$ cat config.mk
export PLATFORM = sky130hd
export DESIGN_NAME = memCtl
export DESIGN_NICKNAME = d
export VERILOG_FILES = /design/src/verilog/memRefPkg.sv /design/src/verilog/microwordPkg.sv /design/src/verilog/heldStatus.sv /design/src/verilog/memCtl.sv /design/src/verilog/memFuncDecode.sv /design/src/verilog/pxctControl.sv /design/src/verilog/refTypeReg.sv /design/src/verilog/vmaContext.sv
export SDC_FILE = /design/constraint.sdc
export NUM_CORES = 1
export LEC_CHECK = 0
export ABC_AREA = 1
export BUFFER_PORTS_ARGS = -buffer_cell sky130_fd_sc_hd__buf_2
export CAP_MARGIN = 30
export CORE_UTILIZATION = 48
export CTS_BUF_LIST = sky130_fd_sc_hd__clkbuf_8
export CTS_CLUSTER_DIAMETER = 50
export DETAILED_ROUTE_END_ITERATION = 10
export PLACE_DENSITY = 0.82
export SLEW_MARGIN = 30
export SYNTH_ARGS = -nofsm -noshare
export SYNTH_HDL_FRONTEND = slang
export SYNTH_HIERARCHICAL = 1
export SYNTH_SLANG_ARGS = --single-unit
$ cat constraint.sdc
create_clock -name clk -period 0.9 [get_ports clk]
set_input_delay 0 -clock clk [delete_from_list [all_inputs] [get_ports clk]]
set_output_delay 0 -clock clk [all_outputs]
set_load 0.1 [all_outputs]
$ cat src/verilog/memRefPkg.sv
package memRefPkg;

  // Reference type word
  localparam int refTypeWidth = 4;
  localparam int refLoadAr = 0;
  localparam int refLoadArx = 1;
  localparam int refPause = 2;
  localparam int refWrite = 3;

  // Context word, low four bits go into the held word
  localparam int ctxWidth = 6;
  localparam int ctxUser = 0;
  localparam int ctxPublic = 1;
  localparam int ctxPrevious = 2;
  localparam int ctxExtended = 3;
  localparam int ctxCache = 4;
  localparam int ctxPaged = 5;

  // Held status word
  localparam int heldWidth = 12;
  localparam int heldRefLsb = 0;
  localparam int heldCtxLsb = 4;
  localparam int heldFetch = 8;
  localparam int heldMapFunc = 9;
  localparam int heldNotCache = 10;
  localparam int heldNotPaged = 11;

  // Context bits copied into the held word
  localparam int heldCtxWidth = 4;

endpackage

$ cat src/verilog/microwordPkg.sv
package microwordPkg;

  // Microword field widths
  localparam int memFuncWidth = 4;
  localparam int magicWidth = 9;
  localparam int vmaLoadWidth = 2;

  // Register group, top bit of the function code clear
  localparam logic [memFuncWidth-1:0] memNone = 4'd0;
  localparam logic [memFuncWidth-1:0] memArlInd = 4'd1;
  localparam logic [memFuncWidth-1:0] memMbWait = 4'd2;
  localparam logic [memFuncWidth-1:0] memRestoreVma = 4'd3;
  localparam logic [memFuncWidth-1:0] memARead = 4'd4;
  localparam logic [memFuncWidth-1:0] memBWrite = 4'd5;
  localparam logic [memFuncWidth-1:0] memCondFetch = 4'd6;
  localparam logic [memFuncWidth-1:0] memRegFunc = 4'd7;

  // Cycle group, top bit set
  localparam logic [memFuncWidth-1:0] memAdFunc = 4'd8;
  localparam logic [memFuncWidth-1:0] memEaCalc = 4'd9;
  localparam logic [memFuncWidth-1:0] memLoadAr = 4'd10;
  localparam logic [memFuncWidth-1:0] memLoadArx = 4'd11;
  localparam logic [memFuncWidth-1:0] memRwCycle = 4'd12;
  localparam logic [memFuncWidth-1:0] memRpwCycle = 4'd13;
  localparam logic [memFuncWidth-1:0] memWrite = 4'd14;
  localparam logic [memFuncWidth-1:0] memUncondFetch = 4'd15;

  // Magic field, listed from the top bit down in both views
  typedef union packed {
    struct packed {
      logic prevIndex;
      logic extended;
      logic previous;
      logic userCycle;
      logic kernelCycle;
      logic write;
      logic pause;
      logic loadArx;
      logic loadAr;
    } eaCalcView;
    struct packed {
      logic physRef;
      logic cacheInh;
      logic pcPrev;
      logic eptRef;
      logic uptRef;
      logic mapFunc;
      logic exec;
      logic kernel;
      logic fetch;
    } specMemView;
  } magicWord;

endpackage

$ cat src/verilog/heldStatus.sv
`timescale 1ns/1ps

module heldStatus (
  input  logic                                clk,
  input  logic                                arstN,
  input  logic                                loadVmaHeld,
  input  logic [memRefPkg::refTypeWidth-1:0]  refType,
  input  logic [memRefPkg::ctxWidth-1:0]      ctx,
  input  logic                                vmaFetch,
  input  logic                                regFunc,
  input  logic                                condSelVma,
  input  logic [memRefPkg::heldWidth-1:0]     pcFlags,
  output logic [memRefPkg::heldWidth-1:0]     statusWord
);

  logic [memRefPkg::heldWidth-1:0] heldNext;
  logic [memRefPkg::heldWidth-1:0] heldReg;

  always_comb begin
    heldNext = '0;
    heldNext[memRefPkg::heldRefLsb +: memRefPkg::refTypeWidth] = refType;
    heldNext[memRefPkg::heldCtxLsb +: memRefPkg::heldCtxWidth] =
      ctx[memRefPkg::heldCtxWidth-1:0];
    heldNext[memRefPkg::heldFetch] = vmaFetch;
    heldNext[memRefPkg::heldMapFunc] = regFunc;
    heldNext[memRefPkg::heldNotCache] = ~ctx[memRefPkg::ctxCache];
    heldNext[memRefPkg::heldNotPaged] = ~ctx[memRefPkg::ctxPaged];
  end

  always_ff @(posedge clk or negedge arstN) begin
    if (!arstN) begin
      heldReg <= '0;
    end else if (loadVmaHeld) begin
      heldReg <= heldNext;
    end
  end

  // Same status lines carry either the last reference or the PC flags
  assign statusWord = condSelVma ? heldReg : pcFlags;

endmodule

$ cat src/verilog/memCtl.sv
`timescale 1ns/1ps

module memCtl (
  input  logic                                  clk,
  input  logic                                  arstN,
  input  logic [microwordPkg::memFuncWidth-1:0] memFunc,
  input  microwordPkg::magicWord                magic,
  input  logic [microwordPkg::vmaLoadWidth-1:0] vmaLoad,
  input  logic [2:0]                            dramA,
  input  logic                                  testSatisfied,
  input  logic                                  pcUser,
  input  logic                                  pcPublic,
  input  logic                                  loadSpecInstr,
  input  logic [9:12]                           acField,
  input  logic [5:12]                           adHigh,
  input  logic                                  condSelVma,
  input  logic [memRefPkg::heldWidth-1:0]       pcFlags,
  input  logic                                  trapEn,
  input  logic                                  cacheLoadEn,
  output logic [memRefPkg::refTypeWidth-1:0]    refType,
  output logic                                  vmaFetch,
  output logic [memRefPkg::ctxWidth-1:0]        ctx,
  output logic                                  adrErr,
  output logic                                  mboxCycReq,
  output logic [memRefPkg::heldWidth-1:0]       statusWord
);

  logic eaCalc;
  logic adFunc;
  logic aRead;
  logic regFunc;
  logic bWrite;
  logic rwCycle;
  logic rpwCycle;
  logic writeFunc;
  logic loadArFunc;
  logic loadArxFunc;
  logic uncondFetch;
  logic condFetchTaken;
  logic reqEn;
  logic loadVmaContext;
  logic loadVmaHeld;
  logic prevEn;

  memFuncDecode memFuncDecode_i (
    .memFunc        (memFunc),
    .magic          (magic),
    .vmaLoad        (vmaLoad),
    .dramA          (dramA),
    .testSatisfied  (testSatisfied),
    .eaCalc         (eaCalc),
    .adFunc         (adFunc),
    .aRead          (aRead),
    .regFunc        (regFunc),
    .bWrite         (bWrite),
    .rwCycle        (rwCycle),
    .rpwCycle       (rpwCycle),
    .writeFunc      (writeFunc),
    .loadArFunc     (loadArFunc),
    .loadArxFunc    (loadArxFunc),
    .uncondFetch    (uncondFetch),
    .condFetchTaken (condFetchTaken),
    .reqEn          (reqEn),
    .loadVmaContext (loadVmaContext),
    .loadVmaHeld    (loadVmaHeld),
    .mboxCycReq     (mboxCycReq)
  );

  refTypeReg refTypeReg_i (
    .clk            (clk),
    .arstN          (arstN),
    .reqEn          (reqEn),
    .eaCalc         (eaCalc),
    .adFunc         (adFunc),
    .aRead          (aRead),
    .bWrite         (bWrite),
    .rwCycle        (rwCycle),
    .rpwCycle       (rpwCycle),
    .writeFunc      (writeFunc),
    .loadArFunc     (loadArFunc),
    .loadArxFunc    (loadArxFunc),
    .uncondFetch    (uncondFetch),
    .condFetchTaken (condFetchTaken),
    .magic          (magic),
    .adHigh         (adHigh),
    .dramA          (dramA),
    .refType        (refType),
    .vmaFetch       (vmaFetch)
  );

  vmaContext vmaContext_i (
    .clk            (clk),
    .arstN          (arstN),
    .loadVmaContext (loadVmaContext),
    .eaCalc         (eaCalc),
    .adFunc         (adFunc),
    .regFunc        (regFunc),
    .magic          (magic),
    .adHigh         (adHigh),
    .pcUser         (pcUser),
    .pcPublic       (pcPublic),
    .trapEn         (trapEn),
    .cacheLoadEn    (cacheLoadEn),
    .prevEn         (prevEn),
    .ctx            (ctx),
    .adrErr         (adrErr)
  );

  pxctControl pxctControl_i (
    .clk           (clk),
    .arstN         (arstN),
    .loadSpecInstr (loadSpecInstr),
    .magic         (magic),
    .acField       (acField),
    .eaCalc        (eaCalc),
    .aRead         (aRead),
    .prevEn        (prevEn)
  );

  heldStatus heldStatus_i (
    .clk         (clk),
    .arstN       (arstN),
    .loadVmaHeld (loadVmaHeld),
    .refType     (refType),
    .ctx         (ctx),
    .vmaFetch    (vmaFetch),
    .regFunc     (regFunc),
    .condSelVma  (condSelVma),
    .pcFlags     (pcFlags),
    .statusWord  (statusWord)
  );

endmodule

$ cat src/verilog/memFuncDecode.sv
`timescale 1ns/1ps

module memFuncDecode (
  input  logic [microwordPkg::memFuncWidth-1:0] memFunc,
  input  microwordPkg::magicWord                magic,
  input  logic [microwordPkg::vmaLoadWidth-1:0] vmaLoad,
  input  logic [2:0]                            dramA,
  input  logic                                  testSatisfied,
  output logic                                  eaCalc,
  output logic                                  adFunc,
  output logic                                  aRead,
  output logic                                  regFunc,
  output logic                                  bWrite,
  output logic                                  rwCycle,
  output logic                                  rpwCycle,
  output logic                                  writeFunc,
  output logic                                  loadArFunc,
  output logic                                  loadArxFunc,
  output logic                                  uncondFetch,
  output logic                                  condFetchTaken,
  output logic                                  reqEn,
  output logic                                  loadVmaContext,
  output logic                                  loadVmaHeld,
  output logic                                  mboxCycReq
);

  localparam int groupSize = 2 ** (microwordPkg::memFuncWidth - 1);

  logic [groupSize-1:0]   regGroup;
  logic [groupSize-1:0]   cycGroup;
  logic [2*groupSize-1:0] funcHot;
  logic                   condFetch;
  logic                   condFetchFailed;

  // One 3-to-8 decoder per half of the code space
  function automatic logic [groupSize-1:0] groupDecode(
    input logic                                  en,
    input logic [microwordPkg::memFuncWidth-2:0] sel
  );
    groupDecode = en ? groupSize'(1) << sel : '0;
  endfunction

  assign regGroup = groupDecode(~memFunc[microwordPkg::memFuncWidth-1],
                                memFunc[microwordPkg::memFuncWidth-2:0]);
  assign cycGroup = groupDecode(memFunc[microwordPkg::memFuncWidth-1],
                                memFunc[microwordPkg::memFuncWidth-2:0]);
  assign funcHot = {cycGroup, regGroup};

  assign aRead = funcHot[microwordPkg::memARead];
  assign bWrite = funcHot[microwordPkg::memBWrite];
  assign condFetch = funcHot[microwordPkg::memCondFetch];
  assign regFunc = funcHot[microwordPkg::memRegFunc];
  assign adFunc = funcHot[microwordPkg::memAdFunc];
  assign eaCalc = funcHot[microwordPkg::memEaCalc];
  assign loadArFunc = funcHot[microwordPkg::memLoadAr];
  assign loadArxFunc = funcHot[microwordPkg::memLoadArx];
  assign rwCycle = funcHot[microwordPkg::memRwCycle];
  assign rpwCycle = funcHot[microwordPkg::memRpwCycle];
  assign writeFunc = funcHot[microwordPkg::memWrite];
  assign uncondFetch = funcHot[microwordPkg::memUncondFetch];

  // Conditional fetch needs both the magic fetch bit and a passing test
  assign condFetchTaken = condFetch & magic.specMemView.fetch & testSatisfied;
  assign condFetchFailed = condFetch & ~condFetchTaken;

  // A-read and conditional fetch also set type and fetch state
  assign reqEn = (|cycGroup) | bWrite | aRead | condFetch;
  assign loadVmaContext = (|vmaLoad) & ~condFetchFailed;
  assign loadVmaHeld = aRead | writeFunc;

  // No MBOX cycle for immediate A modes 0 and 2
  assign mboxCycReq = (|cycGroup) | (aRead & (dramA != 3'd0) & (dramA != 3'd2));

endmodule

$ cat src/verilog/pxctControl.sv
`timescale 1ns/1ps

module pxctControl (
  input  logic                   clk,
  input  logic                   arstN,
  input  logic                   loadSpecInstr,
  input  microwordPkg::magicWord magic,
  input  logic [9:12]            acField,
  input  logic                   eaCalc,
  input  logic                   aRead,
  output logic                   prevEn
);

  logic        pxctFlag;
  logic [9:12] acReg;
  logic [9:12] pxct;

  // Flag and AC held for the whole PXCT instruction
  always_ff @(posedge clk or negedge arstN) begin
    if (!arstN) begin
      pxctFlag <= 1'b0;
      acReg <= '0;
    end else if (loadSpecInstr) begin
      pxctFlag <= magic.specMemView.pcPrev;
      acReg <= acField;
    end
  end

  // AC bits only select previous context under PXCT
  assign pxct = pxctFlag ? acReg : '0;

  // Bit 10 for the data operand, 11 for index, 12 for EA words
  assign prevEn = (aRead & pxct[10]) |
                  (eaCalc & magic.eaCalcView.previous & pxct[12]) |
                  (eaCalc & magic.eaCalcView.prevIndex & pxct[11]);

endmodule

$ cat src/verilog/refTypeReg.sv
`timescale 1ns/1ps

module refTypeReg (
  input  logic                                clk,
  input  logic                                arstN,
  input  logic                                reqEn,
  input  logic                                eaCalc,
  input  logic                                adFunc,
  input  logic                                aRead,
  input  logic                                bWrite,
  input  logic                                rwCycle,
  input  logic                                rpwCycle,
  input  logic                                writeFunc,
  input  logic                                loadArFunc,
  input  logic                                loadArxFunc,
  input  logic                                uncondFetch,
  input  logic                                condFetchTaken,
  input  microwordPkg::magicWord              magic,
  input  logic [5:12]                         adHigh,
  input  logic [2:0]                          dramA,
  output logic [memRefPkg::refTypeWidth-1:0]  refType,
  output logic                                vmaFetch
);

  logic [memRefPkg::refTypeWidth-1:0] magicReq;
  logic [memRefPkg::refTypeWidth-1:0] adReq;
  logic [memRefPkg::refTypeWidth-1:0] fixedReq;
  logic                               fetchEn;
  logic                               aReadPause;
  logic                               aReadWrite;

  assign fetchEn = uncondFetch | condFetchTaken | (aRead & (dramA == 3'd1));
  assign aReadPause = aRead & (dramA == 3'd7);
  assign aReadWrite = aRead & ((dramA == 3'd3) | (dramA == 3'd6) | (dramA == 3'd7));

  always_comb begin
    magicReq = '0;
    magicReq[memRefPkg::refLoadAr] = eaCalc & magic.eaCalcView.loadAr;
    magicReq[memRefPkg::refLoadArx] = eaCalc & magic.eaCalcView.loadArx;
    magicReq[memRefPkg::refPause] = eaCalc & magic.eaCalcView.pause;
    magicReq[memRefPkg::refWrite] = eaCalc & magic.eaCalcView.write;
  end

  // Request bits come from AD 9-12 on an AD function
  always_comb begin
    adReq = '0;
    adReq[memRefPkg::refLoadAr] = adFunc & adHigh[9];
    adReq[memRefPkg::refLoadArx] = adFunc & adHigh[10];
    adReq[memRefPkg::refPause] = adFunc & adHigh[11];
    adReq[memRefPkg::refWrite] = adFunc & adHigh[12];
  end

  always_comb begin
    fixedReq = '0;
    fixedReq[memRefPkg::refLoadAr] = loadArFunc | rwCycle | rpwCycle;
    fixedReq[memRefPkg::refLoadArx] = loadArxFunc | fetchEn;
    fixedReq[memRefPkg::refPause] = rpwCycle | aReadPause;
    fixedReq[memRefPkg::refWrite] = writeFunc | bWrite | rwCycle | rpwCycle | aReadWrite;
  end

  always_ff @(posedge clk or negedge arstN) begin
    if (!arstN) begin
      refType <= '0;
      vmaFetch <= 1'b0;
    end else if (reqEn) begin
      refType <= magicReq | adReq | fixedReq;
      vmaFetch <= fetchEn;
    end
  end

endmodule

$ cat src/verilog/vmaContext.sv
`timescale 1ns/1ps

module vmaContext (
  input  logic                            clk,
  input  logic                            arstN,
  input  logic                            loadVmaContext,
  input  logic                            eaCalc,
  input  logic                            adFunc,
  input  logic                            regFunc,
  input  microwordPkg::magicWord          magic,
  input  logic [5:12]                     adHigh,
  input  logic                            pcUser,
  input  logic                            pcPublic,
  input  logic                            trapEn,
  input  logic                            cacheLoadEn,
  input  logic                            prevEn,
  output logic [memRefPkg::ctxWidth-1:0]  ctx,
  output logic                            adrErr
);

  logic [memRefPkg::ctxWidth-1:0] ctxNext;
  logic [memRefPkg::ctxWidth-1:0] ctxReg;
  logic [memRefPkg::ctxWidth-1:0] regFuncMask;
  logic                           userEn;
  logic                           publicEn;
  logic                           extEn;
  logic                           adrErrNext;

  // User and public share one rule, only the AD bit differs
  assign userEn = pcUser |
                  (adFunc & adHigh[5]) |
                  (eaCalc & magic.eaCalcView.userCycle);
  assign publicEn = pcPublic |
                    (adFunc & adHigh[6]) |
                    (eaCalc & magic.eaCalcView.userCycle);
  assign extEn = eaCalc & magic.eaCalcView.extended;

  always_comb begin
    ctxNext = '0;
    ctxNext[memRefPkg::ctxUser] = userEn;
    ctxNext[memRefPkg::ctxPublic] = publicEn;
    ctxNext[memRefPkg::ctxPrevious] = prevEn;
    ctxNext[memRefPkg::ctxExtended] = extEn;
    ctxNext[memRefPkg::ctxCache] = ~cacheLoadEn;
    ctxNext[memRefPkg::ctxPaged] = trapEn;
  end

  // Extended address must have AD 6-11 clear
  assign adrErrNext = extEn & (|adHigh[6:11]);

  always_ff @(posedge clk or negedge arstN) begin
    if (!arstN) begin
      ctxReg <= '0;
      adrErr <= 1'b0;
    end else if (loadVmaContext) begin
      ctxReg <= ctxNext;
      adrErr <= adrErrNext;
    end
  end

  // Register functions run outside user, public and previous context
  always_comb begin
    regFuncMask = '0;
    regFuncMask[memRefPkg::ctxUser] = regFunc;
    regFuncMask[memRefPkg::ctxPublic] = regFunc;
    regFuncMask[memRefPkg::ctxPrevious] = regFunc;
  end

  assign ctx = ctxReg & ~regFuncMask;

endmodule
Word-level counts from Yosys, hierarchy flattened --
Index checks and enable logic that the tools add are counted.
Word-level totals: output and inout port bits 25, register bits after elaboration 28, logic and storage cells 80, bits of input ports 51
Operators by class: reduce and logical (&&, ||, !) cells 4, shifts and indexed selects 1, bitwise logic cells 59, equal/unequal tests 5, muxes and demuxes 4
Operator list (count):
- $and A1 B1 Y1 | 27
- $or A1 B1 Y1 | 23
- $mux W8 | 2
- $mux W12 | 1
- $or A4 B4 Y4 | 2
- $reduce_or A8 Y1 | 1
- $shl A1 B3 Y8 const A | 1
- $and A6 B6 Y6 | 1
- $eq A3 B3 Y1 const B | 2
- $not A3 Y6 | 1
- $reduce_or A6 Y1 | 1
- $not A1 Y1 | 5
- $eq A3 B1 Y1 const B | 1
- $eq A3 B2 Y1 const B | 1
- $mux W3 | 1
- $ne A3 B2 Y1 const B | 1
- $reduce_bool A3 Y1 | 1
- $reduce_or A2 Y1 | 1

Depth between registers and ports, before layout --
word-level depth 8, depth in mapped cells 10, mapped depth without buffers 10

Hierarchy --
Netlist, hierarchy kept.
Modules (own cells, without submodules):
- heldStatus | cells an instance 92, area each 623.1 um^2, sequential area each 300.3 um^2, instances 1
- vmaContext | cells an instance 46, area each 347.8 um^2, sequential area each 175.2 um^2, instances 1
- refTypeReg | cells an instance 52, area each 311.5 um^2, sequential area each 125.1 um^2, instances 1
- pxctControl | cells an instance 24, area each 181.4 um^2, sequential area each 100.1 um^2, instances 1
- memFuncDecode | cells an instance 32, area each 156.4 um^2, sequential area each 0.0 um^2, instances 1

Worst setup path after synthesis --
OpenSTA, ideal clock, no wires.
kind input port to output port, start input memFunc[1] in the netlist's numbering, end output mboxCycReq, data arrival time 2295 ps, buffers on the path 0, data required time 900 ps, slack -1395 ps, stages on the path 3, cell sequence inv_2 -> nand3_1 -> o21ai_0
Between the ends: longest elaborated chain between the ends 5, elaborated cells on any way between the ends 7, those cells by class shift (1); mux (2); bitwise (3); reduce/logical (1)
RTL lines:
- start: declaration | line memCtl.sv:6 | input logic [microwordPkg::memFuncWidth-1:0] memFunc,
- $shl A1 B3 Y8 (*) | line memFuncDecode.sv:40 | groupDecode = en ? groupSize'(1) << sel : '0;
- $mux W8 | line memFuncDecode.sv:40
- $and A1 B1 Y1 (2 in a row) | line memFuncDecode.sv:72 | assign mboxCycReq = (|cycGroup) | (aRead & (dramA != 3'd0) & (dramA != 3'd2));
- $or A1 B1 Y1 (*) | line memFuncDecode.sv:72
- end: declaration | line memCtl.sv:24 | output logic mboxCycReq,
Mark *: on every way between the ends. The rest lies on a longest branch, timed or not.

Final worst setup path --
start register heldStatus_i/heldReg[5] in the netlist's numbering, end output statusWord[5] in the netlist's numbering
Between the ends: longest elaborated chain between the ends 1
RTL lines:
- start: declaration | line heldStatus.sv:17 | logic [memRefPkg::heldWidth-1:0] heldReg;
- start signal: assignment | line heldStatus.sv:34 | heldReg <= heldNext;
- $mux W12 | line heldStatus.sv:39 | assign statusWord = condSelVma ? heldReg : pcFlags;
- end: declaration | line memCtl.sv:25 | output logic [memRefPkg::heldWidth-1:0] statusWord
No other way between the ends.

==> run_results.csv <==
group,metric,value,unit
status,outcome,"finished, violations left",
status,violations,"negative setup slack",
worst_setup_path,critical_path_class,"reg -> out",
yosys,ys_types,17,
finish,syn_to_final_growth,81.0,%
yosys,synth.net_count,297,
global_routing,grt_overflow,0,
power_and_ir_drop,p_comb_share,48.0,%
finish,fin_util,93.8,%
routing,first_pass_iters,5,
clocking,cts-buffers-inserted,3,
timing,worst_pin_slew,0.624,ns
global_routing,grt_pass1_wl,9.25,mm
placement,placedCellCount,377,
yosys,synth_area_leader_cell,"dfrtp_1",
routing,postRouteWirelength,6.66,mm
yosys,synthArstFlopShare,100,%
timing,finalCritPeriodShare,119,%
yosys,synth_edf_count,0,
power_and_ir_drop,power.leakage,1.59,nW
routing,drt-initial-drc-count,156,
routing,wl_per_cell,16.4,um
finish,drive_gt1_share,46.1,%
floorplanning,die_w,60.1,um
timing,finalWorstSetupSlack,-0.170,ns
timing,clock_skew,0.0102,ns
timing,whs,0.0163,ns
floorplanning,chipHeight,60.1,um
yosys,yosysSeqAreaShare,43.2,%
routing,route.detailed.drc,0,
yosys,syn_area,1620,sq um
yosys,synth_common_cells,"nand2_1, dfrtp_1, nor2_1",
global_routing,grt_start_max_net_pins,29,
timing,min_period,1.07,ns
floorplanning,die-area,3610,sq um
timing,slew_headroom,58.4,%
timing,slew_violations,0,
placement,dpl_cell_area,2600,sq um
worst_setup_path,required,0.90,ns
clocking,htreeDepth,1,
power_and_ir_drop,vdd_ir_drop_max,999,uV
clocking,clockBufferDepth,2,
yosys,synth_area_leaders,"dfrtp_1, nand2_1, nor2_1",
worst_setup_path,startpoint_type,"flip-flop",
placement,post-place-ws,-0.182,ns
finish,nFillCells,107,
power_and_ir_drop,p_int,2.92,mW
clocking,clk_pin_slew_worst_paths,0.10,ns
floorplanning,row_count,20,
placement,hpwl,3.61,mm
global_routing,grt_usage,35.1,%
clocking,cts_tree,"built",
yosys,synth_top_flop_cell,"dfrtp_1",
global_routing,grt_pass1_vias,2152,
yosys,avgSynthCellArea,6.59,sq um
finish,fin_nets,414,
global_routing,antenna_found_initial,0,
finish,fin_cells,406,
placement,place.gp.congestion,0.961,
power_and_ir_drop,pwr-share-clk,20.2,%
routing,vias,2200,
floorplanning,io_pins,76,
power_and_ir_drop,pwr-share-seq,31.8,%
routing,vias_per_cell,5.42,
run,cap_violations,0,
power_and_ir_drop,swShare,41.0,%
floorplanning,start_util,51.8,%
timing,setup_viol,23,
yosys,synth.top_cell.area_share,43.2,%
clocking,worstSkewPairLatency,0.27,ns
yosys,yosys_register_bits,28,
yosys,synth_cells,246,
power_and_ir_drop,powerDensity,1680,nW/um^2
finish,fin_area,2930,sq um
yosys,synth.most_common_cell,"nand2_1",
timing,grt_setup_unrepaired,"yes",
placement,io_buffers,73,
worst_setup_path,end_kind,"output port",
timing,hold_viol,0,
worst_setup_path,cp_max_fo,2,
clocking,cts_sinks,28,
clocking,root_buffer,"clkbuf_8",
worst_hold_path,hold_class,"in -> reg",
finish,diodes,0,
floorplanning,coreArea,3130,sq um
worst_setup_path,cp.arrival,1.07,ns
power_and_ir_drop,p_switching,2.02,mW
timing,max_freq,934,MHz
routing,final_antenna_net_count,0,
yosys,yosysWarnings,6,
[final cells by class]
cell class / instances / area (sq um) / area share [%]
clock buffer: 3 / 41.3 / 1.41
clock inverter: 1 / 30.0 / 1.02
tap: 44 / 55.1 / 1.88
inverter: 25 / 93.8 / 3.20
sequential: 28 / 718 / 24.5
multi-input combinational: 186 / 881 / 30.0
timing repair buffer: 119 / 1110 / 38.0
[power by group through the flow]
stage	combinational [mW]	clock [mW]	sequential [mW]
CTS	2.21	0.971	1.53
floorplan	1.06	0	1.74
finish	2.37	0.996	1.57
global placement	2.00	0	1.56
detailed placement	2.04	0	1.57
global route	2.46	1.04	1.59
[kinds of logic after synthesis]
kind of cell    synth area share (%)
buf+inv                         9.50
compound gates                  3.32
flops                           43.2
simple gates                    43.9
[layer usage]
layer,vias up,global-route usage (%),part of all wire [%],wire length (um)
met3,42,6.49,7.3,485
met4,0,18.9,5.9,390
met1,1021,33.8,35,2340
met2,161,68.4,52,3450
li1,976,-,-,-
met5,-,0,0,0
[layout by cell type (no fill, tap or decap), types with 2 or more instances in the layout]
cell,count
nand3_1,7
nor2_1,20
nand2_1,108
nor3_1,2
dlygate4sd3_1,8
buf_6,2
dfrtp_1,22
inv_2,9
o21ai_2,3
dfrtp_4,4
o21ai_0,6
buf_12,25
nand3b_1,2
buf_2,48
inv_1,16
nor3_2,5
clkbuf_8,3
nand4_1,3
buf_4,36
nor2_2,4
dfrtp_2,2
nand2_2,18
nor2_4,5
[path summary, 6_finish.rpt]
kind / startpoint / cells after the start / slack, ns / to
min: magic[7] / 3 / 0.02 / vmaContext_i/ctxReg[3]$_DFFE_PN0P_
min reg2reg: heldStatus_i/heldReg[6]$_DFFE_PN0P_ / 2 / 0.52 / heldStatus_i/heldReg[6]$_DFFE_PN0P_
max reg2reg: vmaContext_i/ctxReg[1]$_DFFE_PN0P_ / 4 / 0 / heldStatus_i/heldReg[5]$_DFFE_PN0P_
min in group asynchronous: arstN / 2 / 0.27 / pxctControl_i/acReg[10]$_DFFE_PN0P_
max: heldStatus_i/heldReg[5]$_DFFE_PN0P_ / 3 / -0.17 / statusWord[5]
max in group asynchronous: arstN / 2 / 0.15 / refTypeReg_i/refType[2]$_DFFE_PN0P_
[sequential cells by signal, indices dropped and copies added (netlist names)]
name	flops
heldStatus_i/heldReg	12
vmaContext_i/ctxReg	6
refTypeReg_i/refType	4
pxctControl_i/acReg	3
pxctControl_i/pxctFlag	1
refTypeReg_i/vmaFetch	1
vmaContext_i/adrErr	1
[through the flow]
| step | total power, mW | setup TNS, ns |
|---|---|---|
| after floorplan | 2.79 | -0.745 |
| after global placement | 3.56 | -0.590 |
| after detailed placement | 3.61 | -1.60 |
| after CTS | 4.71 | -1.22 |
| after global routing | 5.09 | -2.76 |
| final | 4.94 | -1.97 |
[critical path, stage by stage (launching register included)]
cell and delay [ns]:
dfrtp_1 0.41, nand2_1 0.10, nand2_2 0.11, buf_12 0.17
[repair_timing]
item / 4_1_cts / 5_1_grt
gates cloned: 0 / 0
hold endpoints to repair: 34 / 0
endpoints found under the setup margin: 21 / 31
hold buffers: 8 / 0
buffers inserted: 12 / 5
resized for setup: 4 / 15
pin swaps: 12 / 7
(Power assumes the default switching activity.)
